## config.mk

```make
export PLATFORM = sky130hd
export DESIGN_NAME = dispatch_top
export DESIGN_NICKNAME = d
export VERILOG_FILES = /design/src/verilog/dispatch_pkg.sv /design/src/verilog/rename_if.sv /design/src/verilog/dispatch_top.sv /design/src/verilog/dispatch.sv /design/src/verilog/instr_fifo.sv /design/src/verilog/rename.sv /design/src/verilog/rename_state.sv
export VERILOG_INCLUDE_DIRS = /design/src /design/src/verilog
export SDC_FILE = /design/constraint.sdc
export NUM_CORES = 1
export LEC_CHECK = 0
export BUFFER_PORTS_ARGS = -buffer_cell sky130_fd_sc_hd__buf_2
export CAP_MARGIN = 20
export CORE_AREA = 2 2 336 338
export DETAILED_ROUTE_END_ITERATION = 16
export DIE_AREA = 0 0 338 340
export PLACE_DENSITY_LB_ADDON = 0.12
export SYNTH_ARGS = -nofsm -noshare
export SYNTH_HDL_FRONTEND = slang
export SYNTH_SLANG_ARGS = --single-unit
export TNS_END_PERCENT = 10
```

## constraint.sdc

```tcl
create_clock -name CLK -period 12.8 [get_ports CLK]
set_clock_uncertainty 0.05 [all_clocks]
set_input_delay 1.92 -clock CLK [delete_from_list [all_inputs] [get_ports CLK]]
set_output_delay 1.92 -clock CLK [all_outputs]
set_load 0.01 [all_outputs]
```

## src/verilog/dispatch_consts.svh

```systemverilog
// register counts, rename widths and instruction queue depth
// shared by the package, the rename interface and the RTL modules

`ifndef DISPATCH_CONSTS_SVH
`define DISPATCH_CONSTS_SVH

// width of a copy index
`define RB 2

// copies per architectural register, 2**RB
`define RP 4

// architectural integer registers
`define ARCH_REGS 32

// width of an architectural register index
`define ARCH_AW 5

// entries in the show-ahead instruction queue
`define IFIFO_DEPTH 4

`endif
```

## src/verilog/dispatch_pkg.sv

```systemverilog
// opcode and issue-class enums
// micro-op, physical register name and issue/reorder record structs

`include "dispatch_consts.svh"

package dispatch_pkg;

	// supported operations after decode
	typedef enum logic [4:0] {
		op_add,
		op_addi,
		op_sub,
		op_lui,
		op_and,
		op_or,
		op_xor,
		op_slt,
		op_sll,
		op_srl,
		op_sra,
		op_jal,
		op_jalr,
		op_beq,
		op_bne,
		op_blt,
		op_lw,
		op_ld,
		op_sw,
		op_sd,
		op_csrrw,
		op_csrrs,
		op_fence
	} opcode_e;

	// merged issue queues
	typedef enum logic [1:0] {
		cls_alu,
		cls_bru,
		cls_lsu,
		cls_csr
	} issue_class_e;

	// architectural index paired with a copy index
	typedef struct packed {
		logic [`ARCH_AW-1:0] arch;
		logic [`RB-1:0]      copy;
	} phys_reg_t;

	typedef struct packed {
		opcode_e             op;
		logic [63:0]         pc;
		logic [63:0]         imm;
		logic [`ARCH_AW-1:0] rd;
		logic [`ARCH_AW-1:0] rs1;
		logic [`ARCH_AW-1:0] rs2;
		logic                rd_used;
		logic                rs1_used;
		logic                rs2_used;
	} micro_op_t;

	typedef struct packed {
		opcode_e     op;
		logic [63:0] pc;
		logic [63:0] imm;
		phys_reg_t   rd;
		phys_reg_t   rs1;
		phys_reg_t   rs2;
	} issue_info_t;

	typedef struct packed {
		logic [63:0] pc;
		phys_reg_t   rd;
		logic        rd_used;
		logic        is_branch;
		logic        is_store;
		logic        is_csr;
	} reorder_info_t;

endpackage

```

## src/verilog/rename_if.sv

```systemverilog
// rename bus between the rename state registers and the renamer
// state side owns the tables, user side returns next pointers and new used bits

`timescale 1ns/10ps
`include "dispatch_consts.svh"

interface rename_if;

	logic [`ARCH_REGS-1:0][`RB-1:0] act_qout;
	logic [`ARCH_REGS-1:0][`RP-1:0] bufu_qout;
	logic [`ARCH_REGS-1:0][`RB-1:0] act_dnxt;
	logic [`ARCH_REGS-1:0][`RP-1:0] bufu_set;

	modport state (output act_qout, output bufu_qout, input act_dnxt, input bufu_set);

	modport user (input act_qout, input bufu_qout, output act_dnxt, output bufu_set);

endinterface

```

## src/verilog/dispatch_top.sv

```systemverilog
// dispatch stage top: instruction queue, dispatch and rename tables
// issue queues, reorder buffer and commit sit outside on plain ports

`timescale 1ns/10ps

module dispatch_top import dispatch_pkg::*; (
	input  logic          CLK,
	input  logic          reset,

	input  logic          uop_push,
	input  micro_op_t     uop_in,
	output logic          uop_full,

	output logic          alu_push,
	input  logic          alu_full,
	output issue_info_t   alu_info,
	output logic          bru_push,
	input  logic          bru_full,
	output issue_info_t   bru_info,
	output logic          lsu_push,
	input  logic          lsu_full,
	output issue_info_t   lsu_info,
	output logic          csr_push,
	input  logic          csr_full,
	output issue_info_t   csr_info,

	output logic          reorder_push,
	input  logic          reorder_full,
	output reorder_info_t reorder_info,

	input  logic          lsu_busy,
	input  logic          commit_valid,
	input  phys_reg_t     commit_name
);

	micro_op_t fifo_head;
	logic      fifo_empty;
	logic      fifo_pop;

	rename_if rn ();

	instr_fifo i_instr_fifo (
		.CLK    (CLK),
		.reset  (reset),
		.push   (uop_push),
		.data_in(uop_in),
		.pop    (fifo_pop),
		.head   (fifo_head),
		.empty  (fifo_empty),
		.full   (uop_full)
	);

	dispatch i_dispatch (
		.head(fifo_head), .empty(fifo_empty), .pop(fifo_pop),
		.alu_push(alu_push), .alu_full(alu_full), .alu_info(alu_info),
		.bru_push(bru_push), .bru_full(bru_full), .bru_info(bru_info),
		.lsu_push(lsu_push), .lsu_full(lsu_full), .lsu_info(lsu_info),
		.csr_push(csr_push), .csr_full(csr_full), .csr_info(csr_info),
		.reorder_push(reorder_push), .reorder_full(reorder_full),
		.reorder_info(reorder_info),
		.lsu_busy(lsu_busy),
		.rn(rn.user)
	);

	rename_state i_rename_state (
		.CLK         (CLK),
		.reset       (reset),
		.rn          (rn.state),
		.commit_valid(commit_valid),
		.commit_name (commit_name)
	);

endmodule

```

## src/verilog/dispatch.sv

```systemverilog
// dispatch stage: issue-class steering, stall logic and reorder record
// renames the queue head and pops it in the cycle it leaves

`timescale 1ns/10ps

module dispatch import dispatch_pkg::*; (
	input  micro_op_t     head,
	input  logic          empty,
	output logic          pop,

	output logic          alu_push,
	input  logic          alu_full,
	output issue_info_t   alu_info,

	output logic          bru_push,
	input  logic          bru_full,
	output issue_info_t   bru_info,

	output logic          lsu_push,
	input  logic          lsu_full,
	output issue_info_t   lsu_info,

	output logic          csr_push,
	input  logic          csr_full,
	output issue_info_t   csr_info,

	output logic          reorder_push,
	input  logic          reorder_full,
	output reorder_info_t reorder_info,

	input  logic          lsu_busy,
	rename_if.user        rn
);

	issue_class_e cls;
	logic         is_fence;
	logic         rd_valid;
	logic         run_out;
	logic         target_ok;
	logic         go;
	phys_reg_t    rs1_name;
	phys_reg_t    rs2_name;
	phys_reg_t    rd_name;
	issue_info_t  info;

	function automatic issue_class_e class_of(opcode_e op);
		case (op)
			op_jal, op_jalr, op_beq, op_bne, op_blt: class_of = cls_bru;
			op_lw, op_ld, op_sw, op_sd:              class_of = cls_lsu;
			op_csrrw, op_csrrs:                      class_of = cls_csr;
			default:                                 class_of = cls_alu;
		endcase
	endfunction

	assign cls      = class_of(head.op);
	assign is_fence = (head.op == op_fence);

	// x0 is never renamed
	assign rd_valid = head.rd_used & (head.rd != '0);

	rename i_rename (
		.rn      (rn),
		.rs1     (head.rs1),
		.rs2     (head.rs2),
		.rd      (head.rd),
		.rd_valid(rd_valid),
		.alloc   (go),
		.rs1_name(rs1_name),
		.rs2_name(rs2_name),
		.rd_name (rd_name),
		.run_out (run_out)
	);

	// fence has no issue queue, it waits for the load/store side to drain
	always_comb begin
		if (is_fence) begin
			target_ok = ~lsu_busy;
		end else begin
			case (cls)
				cls_alu: target_ok = ~alu_full;
				cls_bru: target_ok = ~bru_full;
				cls_lsu: target_ok = ~lsu_full;
				default: target_ok = ~csr_full;
			endcase
		end
	end

	assign go = ~empty & ~reorder_full & ~run_out & target_ok;

	assign alu_push     = go & ~is_fence & (cls == cls_alu);
	assign bru_push     = go & ~is_fence & (cls == cls_bru);
	assign lsu_push     = go & ~is_fence & (cls == cls_lsu);
	assign csr_push     = go & ~is_fence & (cls == cls_csr);
	assign reorder_push = go;
	assign pop          = go;

	assign info = '{op: head.op, pc: head.pc, imm: head.imm,
			rd: rd_name, rs1: rs1_name, rs2: rs2_name};

	assign alu_info = info;
	assign bru_info = info;
	assign lsu_info = info;
	assign csr_info = info;

	// rd_used in the record means a real copy was taken, so commit can free it
	assign reorder_info = '{
		pc:        head.pc,
		rd:        rd_name,
		rd_used:   rd_valid,
		is_branch: (head.op == op_beq) | (head.op == op_bne) | (head.op == op_blt),
		is_store:  (head.op == op_sw) | (head.op == op_sd),
		is_csr:    (cls == cls_csr)
	};

endmodule

```

## src/verilog/instr_fifo.sv

```systemverilog
// show-ahead queue of decoded micro-ops
// head entry is readable while the queue is not empty

`timescale 1ns/10ps
`include "dispatch_consts.svh"

module instr_fifo import dispatch_pkg::*; (
	input  logic      CLK,
	input  logic      reset,
	input  logic      push,
	input  micro_op_t data_in,
	input  logic      pop,
	output micro_op_t head,
	output logic      empty,
	output logic      full
);

	localparam int aw = $clog2(`IFIFO_DEPTH);

	micro_op_t mem [`IFIFO_DEPTH];
	logic [aw-1:0] wr_ptr;
	logic [aw-1:0] rd_ptr;
	logic [aw:0]   count;
	logic          do_push;
	logic          do_pop;

	assign empty   = (count == '0);
	assign full    = (count == (aw+1)'(`IFIFO_DEPTH));
	assign do_push = push & ~full;
	assign do_pop  = pop & ~empty;
	assign head    = mem[rd_ptr];

	always_ff @(posedge CLK) begin
		if (do_push) begin
			mem[wr_ptr] <= data_in;
		end
	end

	always_ff @(posedge CLK) begin
		if (reset) begin
			wr_ptr <= '0;
			rd_ptr <= '0;
			count  <= '0;
		end else begin
			if (do_push) wr_ptr <= wr_ptr + 1'b1;
			if (do_pop) rd_ptr <= rd_ptr + 1'b1;
			count <= count + (aw+1)'(do_push) - (aw+1)'(do_pop);
		end
	end

endmodule

```

## src/verilog/rename.sv

```systemverilog
// combinational register renaming
// sources read the active copy, destination takes the lowest free copy

`timescale 1ns/10ps
`include "dispatch_consts.svh"

module rename import dispatch_pkg::*; (
	rename_if.user             rn,
	input  logic [`ARCH_AW-1:0] rs1,
	input  logic [`ARCH_AW-1:0] rs2,
	input  logic [`ARCH_AW-1:0] rd,
	input  logic                rd_valid,
	input  logic                alloc,
	output phys_reg_t           rs1_name,
	output phys_reg_t           rs2_name,
	output phys_reg_t           rd_name,
	output logic                run_out
);

	logic [`RP-1:0] rd_used_bits;
	logic [`RB-1:0] free_copy;

	assign rd_used_bits = rn.bufu_qout[rd];

	// scan downwards so the lowest free copy wins
	always_comb begin
		free_copy = '0;
		for (int i = `RP - 1; i >= 0; i--) begin
			if (!rd_used_bits[i]) begin
				free_copy = i[`RB-1:0];
			end
		end
	end

	assign run_out = rd_valid & (&rd_used_bits);

	assign rs1_name = '{arch: rs1, copy: rn.act_qout[rs1]};
	assign rs2_name = '{arch: rs2, copy: rn.act_qout[rs2]};
	assign rd_name  = '{arch: rd, copy: rd_valid ? free_copy : rn.act_qout[rd]};

	// state moves only when the instruction actually leaves
	always_comb begin
		rn.act_dnxt = rn.act_qout;
		rn.bufu_set = '0;
		if (alloc && rd_valid && !run_out) begin
			rn.act_dnxt[rd]            = free_copy;
			rn.bufu_set[rd][free_copy] = 1'b1;
		end
	end

endmodule

```

## src/verilog/rename_state.sv

```systemverilog
// rename tables: active copy pointer and used bits per architectural register
// set by dispatch through the rename bus, cleared by commit

`timescale 1ns/10ps
`include "dispatch_consts.svh"

module rename_state import dispatch_pkg::*; (
	input  logic      CLK,
	input  logic      reset,
	rename_if.state   rn,
	input  logic      commit_valid,
	input  phys_reg_t commit_name
);

	logic [`ARCH_REGS-1:0][`RB-1:0] act_q;
	logic [`ARCH_REGS-1:0][`RP-1:0] bufu_q;
	logic [`ARCH_REGS-1:0][`RP-1:0] bufu_clr;

	assign rn.act_qout  = act_q;
	assign rn.bufu_qout = bufu_q;

	// one-hot release of the committed copy
	always_comb begin
		bufu_clr = '0;
		if (commit_valid) begin
			bufu_clr[commit_name.arch][commit_name.copy] = 1'b1;
		end
	end

	always_ff @(posedge CLK) begin
		if (reset) begin
			act_q  <= '0;
			// copy 0 of every register holds the architectural value
			bufu_q <= {`ARCH_REGS{`RP'(1)}};
		end else begin
			act_q  <= rn.act_dnxt;
			bufu_q <= (bufu_q | rn.bufu_set) & ~bufu_clr;
		end
	end

endmodule

```

==> flow_metrics.env, run 1 <==
export IMPL_synth_largest_area_cell="edfxtp_1"
export IMPL_syn_num_nets=2660
export IMPL_cp_required_ps=10830
export IMPL_wl_per_cell_um=27.6
export IMPL_setup_viol=0
export IMPL_ys_warn_count=0
export IMPL_grt_total_usage_pct=20.4
export IMPL_grt_remaining_overflow=0
export IMPL_synth_edf_count=596
export IMPL_num_nets_final=2959
export IMPL_hold_viol=0
export IMPL_worst_setup_path_start_kind="register"
export IMPL_status="finished clean"
export IMPL_cts_resized=0
export IMPL_crit_chain="buf_4 -> mux4_2 -> nand3_1 -> o32ai_1 -> nor4_4 -> buf_4 -> nand4_1 -> o21ai_2 -> nor3_1 -> buf_2"
export IMPL_synthCells=2485
export IMPL_grt_pass1_wl_um=167000
export IMPL_drt_total_wl_um=121000
export IMPL_cts_made_buffers=92
export IMPL_die_area_sq_mm=0.115
export IMPL_grt_pass1_vias=21700
export IMPL_fin_tns_setup_ps=0
export IMPL_rows=123
export IMPL_final_cell_mix="buf_2 (861), edfxtp_1 (596), dfxtp_1 (199)"
export IMPL_cts_sinks=797
export IMPL_finalMaxSlewViolations=0
export IMPL_rsz0062_at_grt="false"
export IMPL_cts_root_buf="clkbuf_16"
export IMPL_seqCellArea_sq_mm=0.0219
export IMPL_core_region_area_sq_mm=0.112
export IMPL_drive_above_1_share_pct=44.7
export IMPL_cp_common_cell="buf_4"
export IMPL_synth_cell_types=69
export IMPL_ant_nets=0
export IMPL_synth_seq_area_share_pct=59.3
export IMPL_async_flop_share_pct=0
export IMPL_crit_path_end_kind="output pin"
export IMPL_post_route_period_util_pct=61.8
export IMPL_power_density_mw_per_mm2=205
export IMPL_fp_dieW_um=338
export IMPL_max_freq_ghz=0.126
export IMPL_path_buf_inv=3
export IMPL_clk_path_buf_depth=3
export IMPL_first_iter_violations=1935
export IMPL_drc=0
export IMPL_crit_family="simple AND/OR/NAND/NOR gates"
export IMPL_die_y_um=340
export IMPL_synth_top_area_share_pct=48.4
export IMPL_max_slew_margin_pct=18.9
export IMPL_multi_input_area_sq_mm=0.0102
export IMPL_layout_commonest_cell="buf_2"
export IMPL_fillers=10600
export IMPL_cts_hold_buf=0
export IMPL_areaGrowthSynthToFinish_pct=12.4
export IMPL_hp_class="register to register"
export IMPL_post_cts_setup_buffer_count=0
export IMPL_fin_crit_ps=7910
export IMPL_worst_pin_slew_ps=1220
export IMPL_grt_max_degree=107
export IMPL_port_buffer_count=862
export IMPL_antenna_found_initial=51
export IMPL_crit_path_max_fanout=33
export IMPL_cp_arrival_ps=5940
export IMPL_htreeDepth=3
export IMPL_ys_flop_type="edfxtp_1"
export IMPL_clk_pin_slew_ps=50
export IMPL_synth_area_per_cell_sq_um=14.9
export IMPL_viasPerCell=5.16
export IMPL_initial_utilization_pct=33.1
export IMPL_ys_top_cells_by_area="edfxtp_1 (48%), mux4_2 (12%), buf_4 (11%), dfxtp_1 (11%), mux2i_1 (4.4%)"
export IMPL_clock_latency_ps=650
export IMPL_crit_slowest_cell="o32ai_1"
export IMPL_slowest_delay_ps=770
export IMPL_yosys_register_bits=797
export IMPL_gp_congestion=0.820
export IMPL_ios=865
export IMPL_vias=22500
export IMPL_hpwl_um=81400
export IMPL_power_leakage_nw=15.2
export IMPL_crit_type="register to output pin"
export IMPL_finalPower_mw=8.50
export IMPL_cts_tree="done"
export IMPL_maxCapViolations=0
export IMPL_first_pass_iters=8
export IMPL_ir_worst_vdd_uv=127
export IMPL_syn_area_sq_mm=0.0370
[synthesized netlist by cell type (7+ instances only)]
| library cell | n |
|---|---|
| edfxtp_1 | 596 |
| buf_4 | 547 |
| dfxtp_1 | 201 |
| mux4_2 | 196 |
| mux2i_1 | 161 |
| nor2_1 | 105 |
| a211oi_1 | 93 |
| nand2_1 | 86 |
| clkbuf_1 | 73 |
| a31oi_1 | 62 |
| buf_2 | 41 |
| a41oi_1 | 31 |
| a22oi_1 | 29 |
| nand3_1 | 27 |
| nand4_1 | 24 |
| buf_1 | 21 |
| buf_6 | 11 |
| inv_1 | 11 |
| and2_1 | 10 |
| mux2_2 | 9 |
| nor2b_1 | 9 |
| a21oi_1 | 8 |
| and3_1 | 8 |
| nand3_2 | 8 |
| nor3_2 | 8 |
| nor4b_4 | 8 |
| o21ai_0 | 8 |
| o22ai_1 | 8 |
| o31a_1 | 7 |
[area by class of cell]
cell class	instances	area share, %
flip-flops and latches	797	52.8
multi-input cells	980	24.6
repair buffers	900	11.2
clock buffers	126	6.08
well taps	1500	4.52
clock inverters	43	0.693
inverters	13	0.117
diodes	12	0.0723
[per-stage QoR]
stage	util [%]	setup WS [ps]	area (sq um)	hold WS (ps)	instances
2_1_floorplan	-	6510	37000	378	2485
3_3_place_gp	34.7	5690	38700	408	4189
3_5_place_dp	34.7	5640	38700	412	4190
4_1_cts	37.2	4860	41500	423	4359
5_1_grt	37.2	4710	41500	442	4360
6_report	37.2	4890	41500	424	4371
[final timing paths]
check                                               startpoint                          endpoint  slack, ps  depth (start not counted)
worst max register to register                        register  i_rename_state.rn.bufu_qout[116]       6550                         11
worst max-delay path                                  register                          csr_push       4890                         10
worst min-delay path            i_rename_state.rn.bufu_qout[0]    i_rename_state.rn.bufu_qout[0]        420                          2
worst min register to register  i_rename_state.rn.bufu_qout[0]    i_rename_state.rn.bufu_qout[0]        420                          2
[layer usage]
metal,share of wire [%],wire (um),GRT usage [%]
met5,0.063,76,0
met4,2.5,3010,5.06
met3,6.9,8310,3.73
met2,46,55100,31.5
met1,45,54100,29.7
[power by group]
part	leakage, nW	internal, mW	total [mW]	switching (mW)
Clock	1.36	1.42	2.47	1.06
Combinational	6.74	1.03	2.97	1.94
Sequential	7.08	3.01	3.06	0.0505
Total	15.2	5.46	8.50	3.05
[worst reg2reg max path, cell delays in order, from the launching register on]
cell and delay, ps:
dfxtp_4 700, mux4_4 1130, buf_4 750, mux2i_1 270
nor2_1 60, o32ai_1 620, nor4_4 110, buf_4 290
a41oi_4 980, buf_4 620, nand3_1 350, a22oi_1 250
[registers in the layout, indices dropped and copies added (netlist names), named ones only]
register,count
i_instr_fifo.mem,596
i_instr_fifo.rd_ptr,2
i_instr_fifo.wr_ptr,2
i_rename_state.rn.bufu_qout,128
i_instr_fifo.count,3
i_rename_state.rn.act_qout,64
[cell families (layout without fill, tap and decap cells)]
family          after synthesis  after routing  share of synthesized area (%)
xor+xnor                      3              3                         0.0711
other cells                   0             12                              0
simple gates                325            325                           4.88
buf+inv                     708           1082                           13.2
flops                       797            797                           59.3
mux                         368            368                           16.6
fa+ha+maj                     7              7                          0.257
compound gates              277            277                           5.67
No activity file was read; power rests on OpenSTA's default activity.
==> run 2: changes to the inputs <==
--- a/config.mk
+++ b/config.mk
@@ -6,11 +6,12 @@
 export SDC_FILE = /design/constraint.sdc
 export NUM_CORES = 1
 export LEC_CHECK = 0
+export ABC_AREA = 1
 export BUFFER_PORTS_ARGS = -buffer_cell sky130_fd_sc_hd__buf_2
 export CAP_MARGIN = 20
-export CORE_AREA = 2 2 336 338
+export CORE_AREA = 2 2 341 343
 export DETAILED_ROUTE_END_ITERATION = 16
-export DIE_AREA = 0 0 338 340
+export DIE_AREA = 0 0 343 345
 export PLACE_DENSITY_LB_ADDON = 0.12
 export SYNTH_ARGS = -nofsm -noshare
 export SYNTH_HDL_FRONTEND = slang
==> constraint.sdc (replaced) <==
create_clock -name CLK -period 7.05 [get_ports CLK]
set_clock_uncertainty 0.05 [all_clocks]
set_input_delay 1.0575 -clock CLK [delete_from_list [all_inputs] [get_ports CLK]]
set_output_delay 1.0575 -clock CLK [all_outputs]
set_load 0.01 [all_outputs]
==> run 2 against run 1 <==
  * Worst setup slack got worse by 4000 ps
  * Cell count rose by 35%
  * Critical path depth rose by 6
  * Wire length rose by 11%
  * Synthesized cell count rose by 62%
  * Sequential power rose by 80%
  * Via count rose by 29%
  * Cell area rose by 3.9%
  * Global-route usage rose by 1.4 points
  * Non-clock buffer count rose by 18
  * Die area rose by 3.0%
  * Largest cell class unchanged
  * Largest power group is now combinational cells
==> flow_metrics.env, run 2 <==
export IMPL_finalPower_mw=17.7
export IMPL_ir_worst_vdd_uv=347
export IMPL_cts_root_buf="clkbuf_16"
export IMPL_synth_most_common_cell="nand2_1"
export IMPL_crit_type="register to output pin"
export IMPL_largest_reg_flops=596
export IMPL_power_frac_seq_pct=31.1
export IMPL_crit_path_end="alu_info[14]"
export IMPL_r2r_slack_ps=1920
export IMPL_layout_commonest_cell="buf_2"
export IMPL_first_pass_iters=6
export IMPL_drt_total_wl_um=134000
export IMPL_netlist_top_cells_count="nand2_1 (661), edfxtp_1 (596), buf_4 (545)"
export IMPL_fillers=11800
export IMPL_initial_utilization_pct=33.2
export IMPL_swShare_pct=42.5
export IMPL_hpwl_um=90400
export IMPL_finalMaxSlewViolations=0
export IMPL_p_clk_share_pct=27.0
export IMPL_clk_pin_slew_ps=60
export IMPL_grt_pass1_vias=26100
export IMPL_synth_area_per_cell_sq_um=9.48
export IMPL_clk_path_buf_depth=3
export IMPL_cp_required_ps=5940
export IMPL_cts_resized=0
export IMPL_vias=29100
export IMPL_worst_pin_slew_ps=1190
export IMPL_wl_per_cell_um=22.6
export IMPL_ant_nets=0
export IMPL_rows=125
export IMPL_power_leakage_nw=16.9
export IMPL_post_route_period_util_pct=88.0
export IMPL_areaGrowthSynthToFinish_pct=12.9
export IMPL_die_area_sq_mm=0.118
export IMPL_fin_crit_ps=6200
export IMPL_syn_area_sq_mm=0.0382
export IMPL_cts_tree="done"
export IMPL_grt_total_usage_pct=21.8
export IMPL_ys_flop_type="edfxtp_1"
export IMPL_hp_class="register to register"
export IMPL_crit_slowest_cell="a21oi_1"
export IMPL_drive_above_1_share_pct=25.2
export IMPL_fp_dieW_um=343
export IMPL_antenna_found_initial=61
export IMPL_cts_made_buffers=94
export IMPL_synth_edf_count=596
export IMPL_grt_max_degree=140
export IMPL_post_cts_setup_buffer_count=0
export IMPL_first_iter_violations=2380
export IMPL_r2r_cells=18
export IMPL_syn_num_nets=4207
export IMPL_num_nets_final=4474
export IMPL_grt_pass1_wl_um=189000
export IMPL_grt_remaining_overflow=0
export IMPL_cp_arrival_ps=5100
export IMPL_status="finished clean"
export IMPL_internal_power_mw=10.2
export IMPL_port_buffer_count=862
export IMPL_synthCells=4032
export IMPL_hold_ws_ps=396
export IMPL_hold_depth=2
export IMPL_slowest_delay_ps=760
export IMPL_max_slew_margin_pct=20.9
export IMPL_rsz0062_at_grt="false"
export IMPL_worst_setup_path_start_kind="register"
export IMPL_die_y_um=345
export IMPL_clock_latency_ps=690
export IMPL_crit_path_end_kind="output pin"
export IMPL_ys_top_cells_by_area="edfxtp_1 (47%), buf_4 (11%), dfxtp_1 (11%), nand2_1 (6.5%), nor2_1 (5.1%)"
export IMPL_cts_sinks=797
export IMPL_ys_warn_count=0
export IMPL_crit_path_max_fanout=85
export IMPL_r2r_end="i_rename_state.rn.bufu_qout[79]"
export IMPL_hold_viol=0
export IMPL_async_flop_share_pct=0
export IMPL_synth_largest_area_cell="edfxtp_1"
export IMPL_yosys_register_bits=797
export IMPL_max_freq_ghz=0.161
export IMPL_final_cell_mix="buf_2 (862), nand2_1 (661), edfxtp_1 (596)"
export IMPL_viasPerCell=4.92
export IMPL_post_dp_cell_area_sq_mm=0.0400
export IMPL_setup_viol=0
export IMPL_drc=0
export IMPL_comb_power_share_pct=41.8
export IMPL_power_density_mw_per_mm2=410
export IMPL_maxCapViolations=0
export IMPL_p_switching_mw=7.54
export IMPL_crit_chain="inv_8 -> nand2_1 -> nand3_1 -> nand2_4 -> inv_2 -> nand2_1 -> nand2_1 -> nand2_1 -> nand2_1 -> nor2_1 -> nand2_2 -> nand2_2 -> nand2_1 -> nand2_2 -> a21oi_1 -> buf_2"
export IMPL_gp_congestion=0.833
export IMPL_largest_register="i_instr_fifo.mem"
export IMPL_synth_seq_area_share_pct=57.3
export IMPL_cp_common_cell="nand2_1"
export IMPL_synth_top_area_share_pct=46.8
export IMPL_cts_hold_buf=0
export IMPL_synth_cell_types=42
export IMPL_ios=865
export IMPL_htreeDepth=3
export IMPL_fin_area_sq_mm=0.0432
export IMPL_core_region_area_sq_mm=0.115
-- run 2: cell count changes in the layout (fill, tap and decap cells not counted), sizes merged, moves of 55 or more --
cell / before / now
nand3: 35 / 109
mux2i: 161 / 0
a211oi: 93 / 4
mux4: 196 / 0
o22ai: 8 / 146
inv: 14 / 253
a21oi: 8 / 188
nor2: 105 / 536
o21ai: 9 / 430
nand2: 86 / 670
a31oi: 62 / 7
-- run 2: cells by family (layout without fill, tap and decap cells) --
logic type | count (synthesis) | in the layout | synth area share (%)
adders and majority gates | 7 | 7 | 0.249
AOI/OAI and AO/OA | 853 | 853 | 12.3
buffers and inverters | 999 | 1345 | 15.5
other | 0 | 18 | 0
and+or+nand+nor | 1374 | 1374 | 14.6
DFF | 797 | 797 | 57.3
xor gates and xnor gates | 2 | 2 | 0.0458
-- run 2: how the worst min path moves through the flow --
stage	end	slack (ps)	from
2_1_floorplan	i_rename_state.rn.bufu_qout[0]	370	i_rename_state.rn.bufu_qout[0]
3_3_place_gp	i_rename_state.rn.bufu_qout[79]	380	i_rename_state.rn.bufu_qout[79]
3_5_place_dp	i_rename_state.rn.bufu_qout[15]	380	i_rename_state.rn.bufu_qout[15]
4_1_cts	i_rename_state.rn.bufu_qout[13]	390	i_rename_state.rn.bufu_qout[13]
5_1_grt	i_rename_state.rn.bufu_qout[13]	410	i_rename_state.rn.bufu_qout[13]
6_report	i_rename_state.rn.bufu_qout[3]	400	i_rename_state.rn.bufu_qout[3]
-- run 2: stage by stage --
stage                     setup TNS, ps  utilization (%)  instances  setup slack (ps)
after global routing                  0             37.5       5904               476
after CTS                             0             37.4       5900               718
after detailed placement              0             34.8       5725              1460
after global placement                0             34.7       5724              1500
after floorplan                 -739550                -       4032             -1240
final                                 0             37.5       5920               845
-- run 2: final cells by class --
cell class | instances | area, sq um | share of cell area [%]
Antenna cell | 18 | 45.0 | 0.104
Clock buffer | 120 | 2570 | 5.96
Clock inverter | 55 | 510 | 1.18
Inverter | 252 | 958 | 2.22
Multi-Input combinational cell | 2236 | 10400 | 24.2
Sequential cell | 797 | 21900 | 50.8
Tap cell | 1524 | 1910 | 4.42
Timing Repair Buffer | 918 | 4790 | 11.1
-- run 2: routing by layer --
metal / up-vias / part of all wire, % / global-route usage, %
met1: 14100 / 44 / 30.6
met2: 1054 / 47 / 35.1
met4: 10 / 2.6 / 5.77
li1: 13700 / - / -
met5: - / 0.052 / 0
met3: 219 / 6.2 / 3.27
-- run 2: power groups by stage --
stage                     Combinational, mW  Clock, mW  Sequential [mW]
after global routing                   7.94       5.09             5.54
after CTS                              7.46       4.91             5.52
final                                  7.41       4.79             5.52
after global placement                 7.42          0             5.61
after detailed placement               7.45          0             5.62
after floorplan                        5.65          0             5.66
-- run 2: worst max-delay path: cells and delay by family (launching register included) --
family,cells,cell delay [ps]
buffers and inverters,3,1460
AND/OR/NAND/NOR,12,1640
AO/OA/AOI/OAI,1,760
flip-flops,1,470
